`src/verilog/r5p_ctl_pkg.sv`:
```
package r5p_ctl_pkg;

  //////////////////////////////////////////////////
  // control field widths
  //////////////////////////////////////////////////

  localparam int unsigned AO_BITS = 4;
  localparam int unsigned WB_BITS = 2;
  localparam int unsigned SZ_BITS = 2;
  // branch funct3 passed through as is
  localparam int unsigned BR_BITS = 3;

  //////////////////////////////////////////////////
  // control codes
  //////////////////////////////////////////////////

  // ALU operation
  localparam logic [AO_BITS-1:0] AO_ADD  = 4'd0;
  localparam logic [AO_BITS-1:0] AO_SUB  = 4'd1;
  localparam logic [AO_BITS-1:0] AO_SLL  = 4'd2;
  localparam logic [AO_BITS-1:0] AO_SLT  = 4'd3;
  localparam logic [AO_BITS-1:0] AO_SLTU = 4'd4;
  localparam logic [AO_BITS-1:0] AO_XOR  = 4'd5;
  localparam logic [AO_BITS-1:0] AO_SRL  = 4'd6;
  localparam logic [AO_BITS-1:0] AO_SRA  = 4'd7;
  localparam logic [AO_BITS-1:0] AO_OR   = 4'd8;
  localparam logic [AO_BITS-1:0] AO_AND  = 4'd9;
  // operand 2 straight through
  localparam logic [AO_BITS-1:0] AO_LUI  = 4'd10;

  // next PC source
  localparam logic PC_PC4 = 1'b0;
  localparam logic PC_ALU = 1'b1;

  // ALU operand 1
  localparam logic A1_RS1 = 1'b0;
  localparam logic A1_PC  = 1'b1;

  // ALU operand 2
  localparam logic A2_RS2 = 1'b0;
  localparam logic A2_IMM = 1'b1;

  // writeback source
  localparam logic [WB_BITS-1:0] WB_NONE = 2'd0;
  localparam logic [WB_BITS-1:0] WB_ALU  = 2'd1;
  localparam logic [WB_BITS-1:0] WB_PC4  = 2'd2;
  localparam logic [WB_BITS-1:0] WB_LD   = 2'd3;

  // access size, same as funct3 bits 1:0
  localparam logic [SZ_BITS-1:0] SZ_B = 2'd0;
  localparam logic [SZ_BITS-1:0] SZ_H = 2'd1;
  localparam logic [SZ_BITS-1:0] SZ_W = 2'd2;

endpackage

```
`src/verilog/riscv_isa_pkg.sv`:
```
package riscv_isa_pkg;

  //////////////////////////////////////////////////
  // base integer ISA
  //////////////////////////////////////////////////

  // register width, also both bus widths
  localparam int unsigned XLEN = 32;

  // major opcodes, instruction bits 6:0
  localparam logic [6:0] OPC_LUI    = 7'b0110111;
  localparam logic [6:0] OPC_AUIPC  = 7'b0010111;
  localparam logic [6:0] OPC_JAL    = 7'b1101111;
  localparam logic [6:0] OPC_JALR   = 7'b1100111;
  localparam logic [6:0] OPC_BRANCH = 7'b1100011;
  localparam logic [6:0] OPC_LOAD   = 7'b0000011;
  localparam logic [6:0] OPC_STORE  = 7'b0100011;
  localparam logic [6:0] OPC_OP_IMM = 7'b0010011;
  localparam logic [6:0] OPC_OP     = 7'b0110011;

  // branch conditions
  localparam logic [2:0] F3_BEQ  = 3'b000;
  localparam logic [2:0] F3_BNE  = 3'b001;
  localparam logic [2:0] F3_BLT  = 3'b100;
  localparam logic [2:0] F3_BGE  = 3'b101;
  localparam logic [2:0] F3_BLTU = 3'b110;
  localparam logic [2:0] F3_BGEU = 3'b111;

  // loads, bit 2 marks zero extension
  localparam logic [2:0] F3_LB  = 3'b000;
  localparam logic [2:0] F3_LH  = 3'b001;
  localparam logic [2:0] F3_LW  = 3'b010;
  localparam logic [2:0] F3_LBU = 3'b100;
  localparam logic [2:0] F3_LHU = 3'b101;

  // stores
  localparam logic [2:0] F3_SB = 3'b000;
  localparam logic [2:0] F3_SH = 3'b001;
  localparam logic [2:0] F3_SW = 3'b010;

  // OP and OP-IMM
  localparam logic [2:0] F3_ADD  = 3'b000;
  localparam logic [2:0] F3_SLL  = 3'b001;
  localparam logic [2:0] F3_SLT  = 3'b010;
  localparam logic [2:0] F3_SLTU = 3'b011;
  localparam logic [2:0] F3_XOR  = 3'b100;
  localparam logic [2:0] F3_SR   = 3'b101;
  localparam logic [2:0] F3_OR   = 3'b110;
  localparam logic [2:0] F3_AND  = 3'b111;

  //////////////////////////////////////////////////
  // instruction formats
  //////////////////////////////////////////////////

  // one 32-bit word, six views
  typedef union packed {
    // register-register
    struct packed {
      logic [6:0] funct7;
      logic [4:0] rs2;
      logic [4:0] rs1;
      logic [2:0] funct3;
      logic [4:0] rd;
      logic [6:0] opcode;
    } r;
    // immediate, loads, JALR
    struct packed {
      logic [11:0] imm_11_0;
      logic [4:0]  rs1;
      logic [2:0]  funct3;
      logic [4:0]  rd;
      logic [6:0]  opcode;
    } i;
    // stores
    struct packed {
      logic [6:0] imm_11_5;
      logic [4:0] rs2;
      logic [4:0] rs1;
      logic [2:0] funct3;
      logic [4:0] imm_4_0;
      logic [6:0] opcode;
    } s;
    // branches, offset bit 0 implied
    struct packed {
      logic       imm_12;
      logic [5:0] imm_10_5;
      logic [4:0] rs2;
      logic [4:0] rs1;
      logic [2:0] funct3;
      logic [3:0] imm_4_1;
      logic       imm_11;
      logic [6:0] opcode;
    } b;
    // upper immediate
    struct packed {
      logic [19:0] imm_31_12;
      logic [4:0]  rd;
      logic [6:0]  opcode;
    } u;
    // JAL
    struct packed {
      logic       imm_20;
      logic [9:0] imm_10_1;
      logic       imm_11;
      logic [7:0] imm_19_12;
      logic [4:0] rd;
      logic [6:0] opcode;
    } j;
  } op32_t;

endpackage
```
`src/verilog/r5p_alu.sv`:
```
`timescale 1ns/10ps

module r5p_alu (
  input  logic [r5p_ctl_pkg::AO_BITS-1:0]  ctl,
  input  logic [riscv_isa_pkg::XLEN-1:0]   rs1,
  input  logic [riscv_isa_pkg::XLEN-1:0]   rs2,
  output logic [riscv_isa_pkg::XLEN-1:0]   rd,
  output logic [riscv_isa_pkg::XLEN-1:0]   sum
);

import riscv_isa_pkg::*;
import r5p_ctl_pkg::*;

// adder shared by ADD, branch targets and load/store addresses
assign sum = rs1 + rs2;

always_comb begin
  case (ctl)
    AO_ADD:  rd = sum;
    AO_SUB:  rd = rs1 - rs2;
    AO_SLL:  rd = rs1 << rs2[4:0];
    // compares give 0 or 1
    AO_SLT:  rd = {{(XLEN-1){1'b0}}, $signed(rs1) < $signed(rs2)};
    AO_SLTU: rd = {{(XLEN-1){1'b0}}, rs1 < rs2};
    AO_XOR:  rd = rs1 ^ rs2;
    AO_SRL:  rd = rs1 >> rs2[4:0];
    // arithmetic shift keeps the sign
    AO_SRA:  rd = $signed(rs1) >>> rs2[4:0];
    AO_OR:   rd = rs1 | rs2;
    AO_AND:  rd = rs1 & rs2;
    AO_LUI:  rd = rs2;
    default: rd = '0;
  endcase
end

endmodule

```
`src/verilog/r5p_br.sv`:
```
`timescale 1ns/10ps

module r5p_br (
  input  logic [r5p_ctl_pkg::BR_BITS-1:0]  f3,
  input  logic                             jmp,
  input  logic [riscv_isa_pkg::XLEN-1:0]   rs1,
  input  logic [riscv_isa_pkg::XLEN-1:0]   rs2,
  output logic                             tkn
);

import riscv_isa_pkg::*;

logic eq;
logic lt;
logic ltu;
logic cnd;

// the three base compares
assign eq  = (rs1 == rs2);
assign lt  = ($signed(rs1) < $signed(rs2));
assign ltu = (rs1 < rs2);

always_comb begin
  case (f3)
    F3_BEQ:  cnd = eq;
    F3_BNE:  cnd = ~eq;
    F3_BLT:  cnd = lt;
    F3_BGE:  cnd = ~lt;
    F3_BLTU: cnd = ltu;
    F3_BGEU: cnd = ~ltu;
    default: cnd = 1'b0;
  endcase
end

// jumps are always taken
assign tkn = jmp | cnd;

endmodule

```
`src/verilog/r5p_core.sv`:
```
`timescale 1ns/10ps

module r5p_core (
  input  logic                             clk,
  input  logic                             rst,
  // program bus
  output logic                             if_req,
  output logic [riscv_isa_pkg::XLEN-1:0]   if_adr,
  input  logic [riscv_isa_pkg::XLEN-1:0]   if_rdt,
  input  logic                             if_ack,
  // raw data access to the LSU
  output logic                             mem_req,
  output logic                             mem_wen,
  output logic [r5p_ctl_pkg::SZ_BITS-1:0]  mem_size,
  output logic                             mem_uns,
  output logic [riscv_isa_pkg::XLEN-1:0]   mem_adr,
  output logic [riscv_isa_pkg::XLEN-1:0]   mem_wdt,
  input  logic [riscv_isa_pkg::XLEN-1:0]   mem_rdt,
  input  logic                             mem_ack
);

import riscv_isa_pkg::*;
import r5p_ctl_pkg::*;

// fetch and PC
logic               run;
logic [XLEN-1:0]    pc;
logic [XLEN-1:0]    pc4;
logic [XLEN-1:0]    pcn;
logic               id_vld;
logic               stall;
logic               done;

// decode
op32_t              id_op;
logic [AO_BITS-1:0] id_ao;
logic               id_pc_sel;
logic               id_a1_sel;
logic               id_a2_sel;
logic [WB_BITS-1:0] id_wb_sel;
logic [BR_BITS-1:0] id_br_f3;
logic               id_jmp;
logic               id_ld;
logic               id_st;
logic [SZ_BITS-1:0] id_size;
logic               id_uns;
logic [XLEN-1:0]    id_imm;

// registers and execute
logic               gpr_we;
logic [XLEN-1:0]    gpr_rs1;
logic [XLEN-1:0]    gpr_rs2;
logic [XLEN-1:0]    gpr_rd;
logic [XLEN-1:0]    alu_rs1;
logic [XLEN-1:0]    alu_rs2;
logic [XLEN-1:0]    alu_rd;
logic [XLEN-1:0]    alu_sum;
logic               tkn;

//////////////////////////////////////////////////
// fetch control
//////////////////////////////////////////////////

// fetching starts on the first clock after reset
always_ff @(posedge clk, posedge rst) begin
  if (rst) begin
    run <= 1'b0;
  end else begin
    run <= 1'b1;
  end
end

// waiting on the data bus freezes the whole pipe
assign stall  = id_vld & (id_ld | id_st) & ~mem_ack;
assign done   = id_vld & ~stall;
assign if_req = run & ~stall;
assign if_adr = pcn;

// decode valid, held over a stall
always_ff @(posedge clk, posedge rst) begin
  if (rst) begin
    id_vld <= 1'b0;
  end else if (!stall) begin
    id_vld <= if_req & if_ack;
  end
end

// pc follows pcn on completion, a refused fetch retries from pc
always_ff @(posedge clk, posedge rst) begin
  if (rst) begin
    pc <= '0;
  end else if (done) begin
    pc <= pcn;
  end
end

assign pc4 = pc + 32'd4;

always_comb begin
  if (done && (id_pc_sel == PC_ALU) && tkn) begin
    pcn = {alu_sum[XLEN-1:1], 1'b0};
  end else if (done) begin
    pcn = pc4;
  end else begin
    pcn = pc;
  end
end

//////////////////////////////////////////////////
// decode and registers
//////////////////////////////////////////////////

// fetched word stays on if_rdt until the next fetch
assign id_op = if_rdt;

r5p_dec dec (
  .op     (id_op),
  .ao     (id_ao),
  .pc_sel (id_pc_sel),
  .a1_sel (id_a1_sel),
  .a2_sel (id_a2_sel),
  .wb_sel (id_wb_sel),
  .br_f3  (id_br_f3),
  .jmp    (id_jmp),
  .ld     (id_ld),
  .st     (id_st),
  .size   (id_size),
  .uns    (id_uns),
  .imm    (id_imm)
);

// write on the completing edge only
assign gpr_we = done & (id_wb_sel != WB_NONE);

r5p_gpr gpr (
  .clk   (clk),
  .rst   (rst),
  .e_rd  (gpr_we),
  .a_rs1 (id_op.r.rs1),
  .a_rs2 (id_op.r.rs2),
  .a_rd  (id_op.r.rd),
  .d_rd  (gpr_rd),
  .d_rs1 (gpr_rs1),
  .d_rs2 (gpr_rs2)
);

//////////////////////////////////////////////////
// execute
//////////////////////////////////////////////////

// operand muxes
assign alu_rs1 = (id_a1_sel == A1_PC) ? pc : gpr_rs1;
assign alu_rs2 = (id_a2_sel == A2_IMM) ? id_imm : gpr_rs2;

r5p_alu alu (
  .ctl (id_ao),
  .rs1 (alu_rs1),
  .rs2 (alu_rs2),
  .rd  (alu_rd),
  .sum (alu_sum)
);

r5p_br br (
  .f3  (id_br_f3),
  .jmp (id_jmp),
  .rs1 (gpr_rs1),
  .rs2 (gpr_rs2),
  .tkn (tkn)
);

// writeback source
always_comb begin
  case (id_wb_sel)
    WB_PC4:  gpr_rd = pc4;
    WB_LD:   gpr_rd = mem_rdt;
    default: gpr_rd = alu_rd;
  endcase
end

// load/store, address from the shared adder
assign mem_req  = id_vld & (id_ld | id_st);
assign mem_wen  = id_st;
assign mem_size = id_size;
assign mem_uns  = id_uns;
assign mem_adr  = alu_sum;
assign mem_wdt  = gpr_rs2;

// every fetch address is word aligned, jump targets included
a_if_align: assert property (@(posedge clk) disable iff (rst)
  if_req |-> (if_adr[1:0] == 2'b00));

endmodule

```
`src/verilog/r5p_dec.sv`:
```
`timescale 1ns/10ps

module r5p_dec (
  input  riscv_isa_pkg::op32_t              op,
  output logic [r5p_ctl_pkg::AO_BITS-1:0]   ao,
  output logic                              pc_sel,
  output logic                              a1_sel,
  output logic                              a2_sel,
  output logic [r5p_ctl_pkg::WB_BITS-1:0]   wb_sel,
  output logic [r5p_ctl_pkg::BR_BITS-1:0]   br_f3,
  output logic                              jmp,
  output logic                              ld,
  output logic                              st,
  output logic [r5p_ctl_pkg::SZ_BITS-1:0]   size,
  output logic                              uns,
  output logic [riscv_isa_pkg::XLEN-1:0]    imm
);

import riscv_isa_pkg::*;
import r5p_ctl_pkg::*;

// funct3 to ALU code, sub and sra from funct7 bit 5
function automatic logic [AO_BITS-1:0] alu_op (
  input logic [2:0] f3,
  input logic       sub,
  input logic       sra
);
  logic [AO_BITS-1:0] o;
  case (f3)
    F3_ADD:  o = sub ? AO_SUB : AO_ADD;
    F3_SLL:  o = AO_SLL;
    F3_SLT:  o = AO_SLT;
    F3_SLTU: o = AO_SLTU;
    F3_XOR:  o = AO_XOR;
    F3_SR:   o = sra ? AO_SRA : AO_SRL;
    F3_OR:   o = AO_OR;
    F3_AND:  o = AO_AND;
    default: o = AO_ADD;
  endcase
  return o;
endfunction

//////////////////////////////////////////////////
// immediates
//////////////////////////////////////////////////

logic [XLEN-1:0] imm_i;
logic [XLEN-1:0] imm_s;
logic [XLEN-1:0] imm_b;
logic [XLEN-1:0] imm_u;
logic [XLEN-1:0] imm_j;

// all sign extended from the top instruction bit
assign imm_i = {{20{op.i.imm_11_0[11]}}, op.i.imm_11_0};
assign imm_s = {{20{op.s.imm_11_5[6]}}, op.s.imm_11_5, op.s.imm_4_0};
assign imm_b = {{19{op.b.imm_12}}, op.b.imm_12, op.b.imm_11,
                op.b.imm_10_5, op.b.imm_4_1, 1'b0};
assign imm_u = {op.u.imm_31_12, 12'h000};
assign imm_j = {{11{op.j.imm_20}}, op.j.imm_20, op.j.imm_19_12,
                op.j.imm_11, op.j.imm_10_1, 1'b0};

// funct3 fields used by branch unit and LSU
assign br_f3 = op.b.funct3;
assign size  = op.i.funct3[1:0];
assign uns   = op.i.funct3[2];

//////////////////////////////////////////////////
// control
//////////////////////////////////////////////////

always_comb begin
  // defaults, unknown opcode ends up as a nop
  ao     = AO_ADD;
  pc_sel = PC_PC4;
  a1_sel = A1_RS1;
  a2_sel = A2_IMM;
  wb_sel = WB_NONE;
  jmp    = 1'b0;
  ld     = 1'b0;
  st     = 1'b0;
  imm    = imm_i;
  case (op.r.opcode)
    OPC_LUI: begin
      ao     = AO_LUI;
      imm    = imm_u;
      wb_sel = WB_ALU;
    end
    OPC_AUIPC: begin
      a1_sel = A1_PC;
      imm    = imm_u;
      wb_sel = WB_ALU;
    end
    OPC_JAL: begin
      pc_sel = PC_ALU;
      jmp    = 1'b1;
      a1_sel = A1_PC;
      imm    = imm_j;
      wb_sel = WB_PC4;
    end
    OPC_JALR: begin
      // target from rs1 plus I immediate
      pc_sel = PC_ALU;
      jmp    = 1'b1;
      wb_sel = WB_PC4;
    end
    OPC_BRANCH: begin
      pc_sel = PC_ALU;
      a1_sel = A1_PC;
      imm    = imm_b;
    end
    OPC_LOAD: begin
      ld     = 1'b1;
      wb_sel = WB_LD;
    end
    OPC_STORE: begin
      st     = 1'b1;
      imm    = imm_s;
    end
    OPC_OP_IMM: begin
      // no SUBI, funct7 only selects SRAI
      ao     = alu_op(op.i.funct3, 1'b0, op.r.funct7[5]);
      wb_sel = WB_ALU;
    end
    OPC_OP: begin
      ao     = alu_op(op.r.funct3, op.r.funct7[5], op.r.funct7[5]);
      a2_sel = A2_RS2;
      wb_sel = WB_ALU;
    end
    default: begin
      wb_sel = WB_NONE;
    end
  endcase
end

endmodule

```
`src/verilog/r5p_gpr.sv`:
```
`timescale 1ns/10ps

module r5p_gpr (
  input  logic                            clk,
  input  logic                            rst,
  // write enable
  input  logic                            e_rd,
  // register indices
  input  logic [4:0]                      a_rs1,
  input  logic [4:0]                      a_rs2,
  input  logic [4:0]                      a_rd,
  // data
  input  logic [riscv_isa_pkg::XLEN-1:0]  d_rd,
  output logic [riscv_isa_pkg::XLEN-1:0]  d_rs1,
  output logic [riscv_isa_pkg::XLEN-1:0]  d_rs2
);

import riscv_isa_pkg::*;

logic [XLEN-1:0] gpr [0:31];

// x0 is cleared here and never written afterwards
always_ff @(posedge clk, posedge rst) begin
  if (rst) begin
    for (int i = 0; i < 32; i++) begin
      gpr[i] <= '0;
    end
  end else if (e_rd && (a_rd != 5'd0)) begin
    gpr[a_rd] <= d_rd;
  end
end

// asynchronous read ports
assign d_rs1 = gpr[a_rs1];
assign d_rs2 = gpr[a_rs2];

// x0 stays zero over the whole run
a_x0_zero: assert property (@(posedge clk) disable iff (rst)
  (a_rs1 == 5'd0) |-> (d_rs1 == '0));

endmodule

```
`src/verilog/r5p_lsu.sv`:
```
`timescale 1ns/10ps

module r5p_lsu (
  // raw access from the core
  input  logic                             mem_req,
  input  logic                             mem_wen,
  input  logic [r5p_ctl_pkg::SZ_BITS-1:0]  mem_size,
  input  logic                             mem_uns,
  input  logic [riscv_isa_pkg::XLEN-1:0]   mem_adr,
  input  logic [riscv_isa_pkg::XLEN-1:0]   mem_wdt,
  output logic [riscv_isa_pkg::XLEN-1:0]   mem_rdt,
  output logic                             mem_ack,
  // data bus
  output logic                             ls_req,
  output logic                             ls_wen,
  output logic [riscv_isa_pkg::XLEN-1:0]   ls_adr,
  output logic [3:0]                       ls_sel,
  output logic [riscv_isa_pkg::XLEN-1:0]   ls_wdt,
  input  logic [riscv_isa_pkg::XLEN-1:0]   ls_rdt,
  input  logic                             ls_ack
);

import riscv_isa_pkg::*;
import r5p_ctl_pkg::*;

logic [7:0]  ld_b;
logic [15:0] ld_h;

//////////////////////////////////////////////////
// request side
//////////////////////////////////////////////////

assign ls_req  = mem_req;
assign ls_wen  = mem_wen;
// bus only sees aligned words
assign ls_adr  = {mem_adr[XLEN-1:2], 2'b00};
assign mem_ack = ls_ack;

// lane select and store data replication
always_comb begin
  case (mem_size)
    SZ_B: begin
      ls_sel = 4'b0001 << mem_adr[1:0];
      ls_wdt = {4{mem_wdt[7:0]}};
    end
    SZ_H: begin
      ls_sel = {{2{mem_adr[1]}}, {2{~mem_adr[1]}}};
      ls_wdt = {2{mem_wdt[15:0]}};
    end
    SZ_W: begin
      ls_sel = 4'b1111;
      ls_wdt = mem_wdt;
    end
    default: begin
      ls_sel = 4'b0000;
      ls_wdt = mem_wdt;
    end
  endcase
end

//////////////////////////////////////////////////
// load data
//////////////////////////////////////////////////

assign ld_b = ls_rdt[8*mem_adr[1:0] +: 8];
assign ld_h = mem_adr[1] ? ls_rdt[31:16] : ls_rdt[15:0];

// sign fill unless LBU/LHU
always_comb begin
  case (mem_size)
    SZ_B:    mem_rdt = {{24{~mem_uns & ld_b[7]}}, ld_b};
    SZ_H:    mem_rdt = {{16{~mem_uns & ld_h[15]}}, ld_h};
    default: mem_rdt = ls_rdt;
  endcase
end

// the decoder never requests a size without lanes
always_comb begin
  if (ls_req) begin
    assert (ls_sel != 4'b0000)
      else $error("ls_sel empty on active request");
  end
end

endmodule

```
`src/verilog/r5p_top.sv`:
```
`timescale 1ns/10ps

module r5p_top (
  input  logic                             clk,
  input  logic                             rst,
  // program bus
  output logic                             if_req,
  output logic [riscv_isa_pkg::XLEN-1:0]   if_adr,
  input  logic [riscv_isa_pkg::XLEN-1:0]   if_rdt,
  input  logic                             if_ack,
  // data bus
  output logic                             ls_req,
  output logic                             ls_wen,
  output logic [riscv_isa_pkg::XLEN-1:0]   ls_adr,
  output logic [3:0]                       ls_sel,
  output logic [riscv_isa_pkg::XLEN-1:0]   ls_wdt,
  input  logic [riscv_isa_pkg::XLEN-1:0]   ls_rdt,
  input  logic                             ls_ack
);

import riscv_isa_pkg::*;
import r5p_ctl_pkg::*;

// core to LSU
logic               mem_req;
logic               mem_wen;
logic [SZ_BITS-1:0] mem_size;
logic               mem_uns;
logic [XLEN-1:0]    mem_adr;
logic [XLEN-1:0]    mem_wdt;
logic [XLEN-1:0]    mem_rdt;
logic               mem_ack;

r5p_core core (
  .clk      (clk),
  .rst      (rst),
  .if_req   (if_req),
  .if_adr   (if_adr),
  .if_rdt   (if_rdt),
  .if_ack   (if_ack),
  .mem_req  (mem_req),
  .mem_wen  (mem_wen),
  .mem_size (mem_size),
  .mem_uns  (mem_uns),
  .mem_adr  (mem_adr),
  .mem_wdt  (mem_wdt),
  .mem_rdt  (mem_rdt),
  .mem_ack  (mem_ack)
);

r5p_lsu lsu (
  .mem_req  (mem_req),
  .mem_wen  (mem_wen),
  .mem_size (mem_size),
  .mem_uns  (mem_uns),
  .mem_adr  (mem_adr),
  .mem_wdt  (mem_wdt),
  .mem_rdt  (mem_rdt),
  .mem_ack  (mem_ack),
  .ls_req   (ls_req),
  .ls_wen   (ls_wen),
  .ls_adr   (ls_adr),
  .ls_sel   (ls_sel),
  .ls_wdt   (ls_wdt),
  .ls_rdt   (ls_rdt),
  .ls_ack   (ls_ack)
);

endmodule

```
`config.mk`:
```
export PLATFORM = sky130hd
export DESIGN_NAME = r5p_top
export DESIGN_NICKNAME = d
export VERILOG_FILES = /design/src/verilog/r5p_ctl_pkg.sv /design/src/verilog/riscv_isa_pkg.sv /design/src/verilog/r5p_alu.sv /design/src/verilog/r5p_br.sv /design/src/verilog/r5p_core.sv /design/src/verilog/r5p_dec.sv /design/src/verilog/r5p_gpr.sv /design/src/verilog/r5p_lsu.sv /design/src/verilog/r5p_top.sv
export SDC_FILE = /design/constraint.sdc
export NUM_CORES = 2
export LEC_CHECK = 0
export BUFFER_PORTS_ARGS = -buffer_cell sky130_fd_sc_hd__buf_2
export CORE_ASPECT_RATIO = 0.9
export CORE_MARGIN = 2
export CORE_UTILIZATION = 35
export CTS_CLUSTER_DIAMETER = 40
export DETAILED_ROUTE_END_ITERATION = 6
export MAX_ROUTING_LAYER = met4
export PLACE_DENSITY = 0.52
export SLEW_MARGIN = 5
export SYNTH_ARGS = -nofsm -noshare
export SYNTH_HDL_FRONTEND = slang
export SYNTH_SLANG_ARGS = --single-unit
```
`constraint.sdc`:
```
create_clock -name clk -period 39.4 [get_ports clk]
set_clock_uncertainty 0.1 [all_clocks]
set_input_delay 7.88 -clock clk [delete_from_list [all_inputs] [get_ports clk]]
set_output_delay 7.88 -clock clk [all_outputs]
set_load 0.1 [all_outputs]
```
==> out/results.tsv <==
stage	metric	value	unit
status	status	complete, no violations	
worst_setup_path	end_kind	output port	
timing	slew_viol_final	0	
power_and_ir_drop	total_power	0.00387	W
placed_design	numPortBuffers	168	
logic_synthesis	synth_top_area_cell	dfrtp_1	
clock_network	cts_buffers	186	
logic_synthesis	yosysUniqueCellTypes	105	
die	core_area	201000	µm²
die	die_y	431	µm
worst_setup_path	worstRegToRegCells	20	
power_and_ir_drop	p_comb_frac	0.252	
placed_design	gp_routability_congestion	1.03	
die	fp-row-count	156	
logic_synthesis	yosys_warnings	0	
grt	grt_pass1_vias	60000	
die	die_w	478	µm
grt	grt_use_total	0.318	
clock_network	cts.sinks	1058	
die	die-area	206000	µm²
grt	grt_pass1_wl	462000	µm
timing	setup_tns	0	ns
power_and_ir_drop	ir_drop	0.0472	mV
logic_synthesis	synth.cells.most_frequent	dfrtp_1, nand2_1, mux2i_1	
die	io_pins	171	
placed_design	post-place-ws	13.48	ns
cells_and_area	layout.cells.non_filler	9950	
clock_network	h-tree-depth	4	
route	detailroute.via_count	62600	
grt	antenna_found_initial	28	
placed_design	hpwl	214000	µm
power_and_ir_drop	seqPwrFrac	0.297	
timing	finalHoldViolCount	0	
route	antenna_left	0	
placed_design	dp.cells	9583	
worst_setup_path	path_class	in -> out	
run	drv_cap	0	
worst_setup_path	start_kind	input pin	
power_and_ir_drop	p_leak	35.5	nW
clock_network	cts_tree	done	
timing	fin_ws	12.93	ns
timing	timing.fmax	37.8	MHz
logic_synthesis	syn_area	70800	µm²
die	start_util	0.352	
route	drc_errors	0	
cells_and_area	multi_input_area	40900	µm²
route	drtPass1Iterations	6	
logic_synthesis	synth_top_area_frac	0.374	
logic_synthesis	async_flop_share	1.00	
clock_network	clk_pin_slew_worst_paths	0.05	ns
timing	max_slew.worst_pin.slew	1.35	ns
power_and_ir_drop	p_clk_frac	0.451	
cells_and_area	area_growth	14.6	%
grt	grt_max_degree	160	
route	drt_iter0_markers	7823	
logic_synthesis	ys_seq_area_frac	0.374	
worst_setup_path	cp_max_fo	97	
clock_network	post_cts_buffers	0	
power_and_ir_drop	switchingPower	0.00141	W
timing	rsz0062_at_grt	no	
timing	relSlewSlack	0.0971	
power_and_ir_drop	p_sw_frac	0.365	
cells_and_area	nNetsFinal	7285	
cells_and_area	layout-drive-gt1-share	0.215	
route	wl_per_cell	32.7	µm
logic_synthesis	synth_edf_count	0	
clock_network	clock_path_buffers	3	
logic_synthesis	ys_ff_latch	1058	
clock_network	clockRootBuffer	clkbuf_16	
cells_and_area	nFillCells	19600	
min_path	holdPathStages	0	
power_and_ir_drop	pwr_density_cell	47.7	nW/µm²
timing	period_share	0.672	
route	viasPerCell	6.29	
route	wl	325000	µm
logic_synthesis	synthCells	7209	
logic_synthesis	yosys-top-cells-area	dfrtp_1, mux4_2, mux2i_1	
timing	setup_viol	0	
clock_network	cts_resized	0	
cells_and_area	regArea	26500	µm²
logic_synthesis	ys.flop_type	dfrtp_1	
timing	period_needed	26.47	ns
logic_synthesis	synth.most_common_cell	dfrtp_1	
power_and_ir_drop	p_int	0.00246	W
worst_setup_path	critPathRequiredTime	31.42	ns
worst_setup_path	critPathArrivalTime	18.49	ns
grt	grt-ovfl-total	0	
clock_network	insertion_delay	0.86	ns
min_path	hold_class	reg -> reg	
clock_network	hold_buffers	0	
logic_synthesis	syn_avg_cell_area	9.82	µm²
placed cells by master, fill, tap and decap left out, types with 170 or more instances in the layout:
master / netlist / routed
dfrtp_1: 1058 / 1058
nand2_1: 877 / 871
mux2i_1: 694 / 685
o21ai_0: 517 / 515
a21oi_1: 432 / 426
nor2_1: 406 / 367
mux4_2: 313 / 313
mux2_2: 289 / 289
a22oi_1: 281 / 280
buf_4: 48 / 263
clkbuf_16: 0 / 187
nand3_1: 171 / 170
layout make-up:
| class | count | share of cell area |
|---|---|---|
| Inverter | 128 | 0.00608 |
| Clock buffer | 218 | 0.0613 |
| Antenna cell | 21 | 0.000648 |
| Multi-Input combinational cell | 5274 | 0.505 |
| Timing Repair Buffer | 437 | 0.0368 |
| Sequential cell | 1058 | 0.326 |
| Clock inverter | 128 | 0.0226 |
| Tap cell | 2686 | 0.0414 |
metal layers:
| layer | part of all wire | global-route usage | vias up | wire, µm |
|---|---|---|---|---|
| met5 | 0 | - | - | 0 |
| met1 | 0.43 | 0.438 | 32000 | 141000 |
| li1 | - | - | 26600 | - |
| met4 | 0.052 | 0.144 | 0 | 16800 |
| met3 | 0.094 | 0.0690 | 706 | 30700 |
| met2 | 0.42 | 0.445 | 3354 | 137000 |
power groups by stage:
stage / clock network (W) / registers (W) / logic (W)
floorplan: 0 / 0.00115 / 0.000637
global route: 0.00182 / 0.00115 / 0.00101
CTS: 0.00177 / 0.00115 / 0.000949
global placement: 0 / 0.00117 / 0.000947
detailed placement: 0 / 0.00117 / 0.000946
finish: 0.00174 / 0.00115 / 0.000973
per-stage QoR:
step | hold WS (ns) | utilization | instance area [µm²]
floorplan | 0.345 | - | 70800
global placement | 0.281 | 0.370 | 74300
detailed placement | 0.287 | 0.370 | 74300
CTS | 0.299 | 0.404 | 81100
global route | 0.313 | 0.404 | 81100
finish | 0.296 | 0.404 | 81100
path summary, 6_finish.rpt:
check                                               start  slack (ns)                        endpoint
hold / removal             core.gpr.gpr[1006]$_DFFE_PP0P_        0.30  core.gpr.gpr[1006]$_DFFE_PP0P_
setup reg to reg            core.gpr.gpr[385]$_DFFE_PP0P_       31.28   core.gpr.gpr[728]$_DFFE_PP0P_
min in group asynchronous                             rst        7.09    core.gpr.gpr[81]$_DFFE_PP0P_
hold reg to reg            core.gpr.gpr[1006]$_DFFE_PP0P_        0.30  core.gpr.gpr[1006]$_DFFE_PP0P_
setup / recovery                               if_rdt[16]       12.93                      if_adr[28]
max in group asynchronous                             rst       27.85   core.gpr.gpr[495]$_DFFE_PP0P_
critical path, cell delays in order:
cell and delay (ns):
buf_8 0.65, buf_4 0.84, buf_12 0.66, buf_4 0.97, mux2i_1 0.20, a22oi_1 0.23, a21oi_1 0.11, nor4_1 1.03
mux2i_1 0.40, inv_1 0.19, ha_1 0.24, fa_1 0.29, nand2b_1 0.10, a221oi_1 0.45, o21ai_1 0.24, o41ai_1 0.95
a31oi_1 0.52, o21ai_0 0.73, nand4_1 0.26, nand2_1 0.12, a21oi_1 0.08, xnor2_1 0.27, nor3_1 0.10, a21oi_1 0.16
buf_2 0.44
flip-flops by register name, summed over array words and instances, names as in the netlist:
| name | cells |
|---|---|
| core.pc | 32 |
| core.gpr.gpr | 1024 |
| core.id_vld | 1 |
| core.run | 1 |
cell families after synthesis:
family	synth area share
compound gates	0.179
simple gates	0.106
mux	0.249
flops	0.374
buf+inv	0.0585
fa+ha+maj	0.0235
xor+xnor	0.0100
other cells	0.000106
Note: power is estimated with default switching activity, not from simulation.
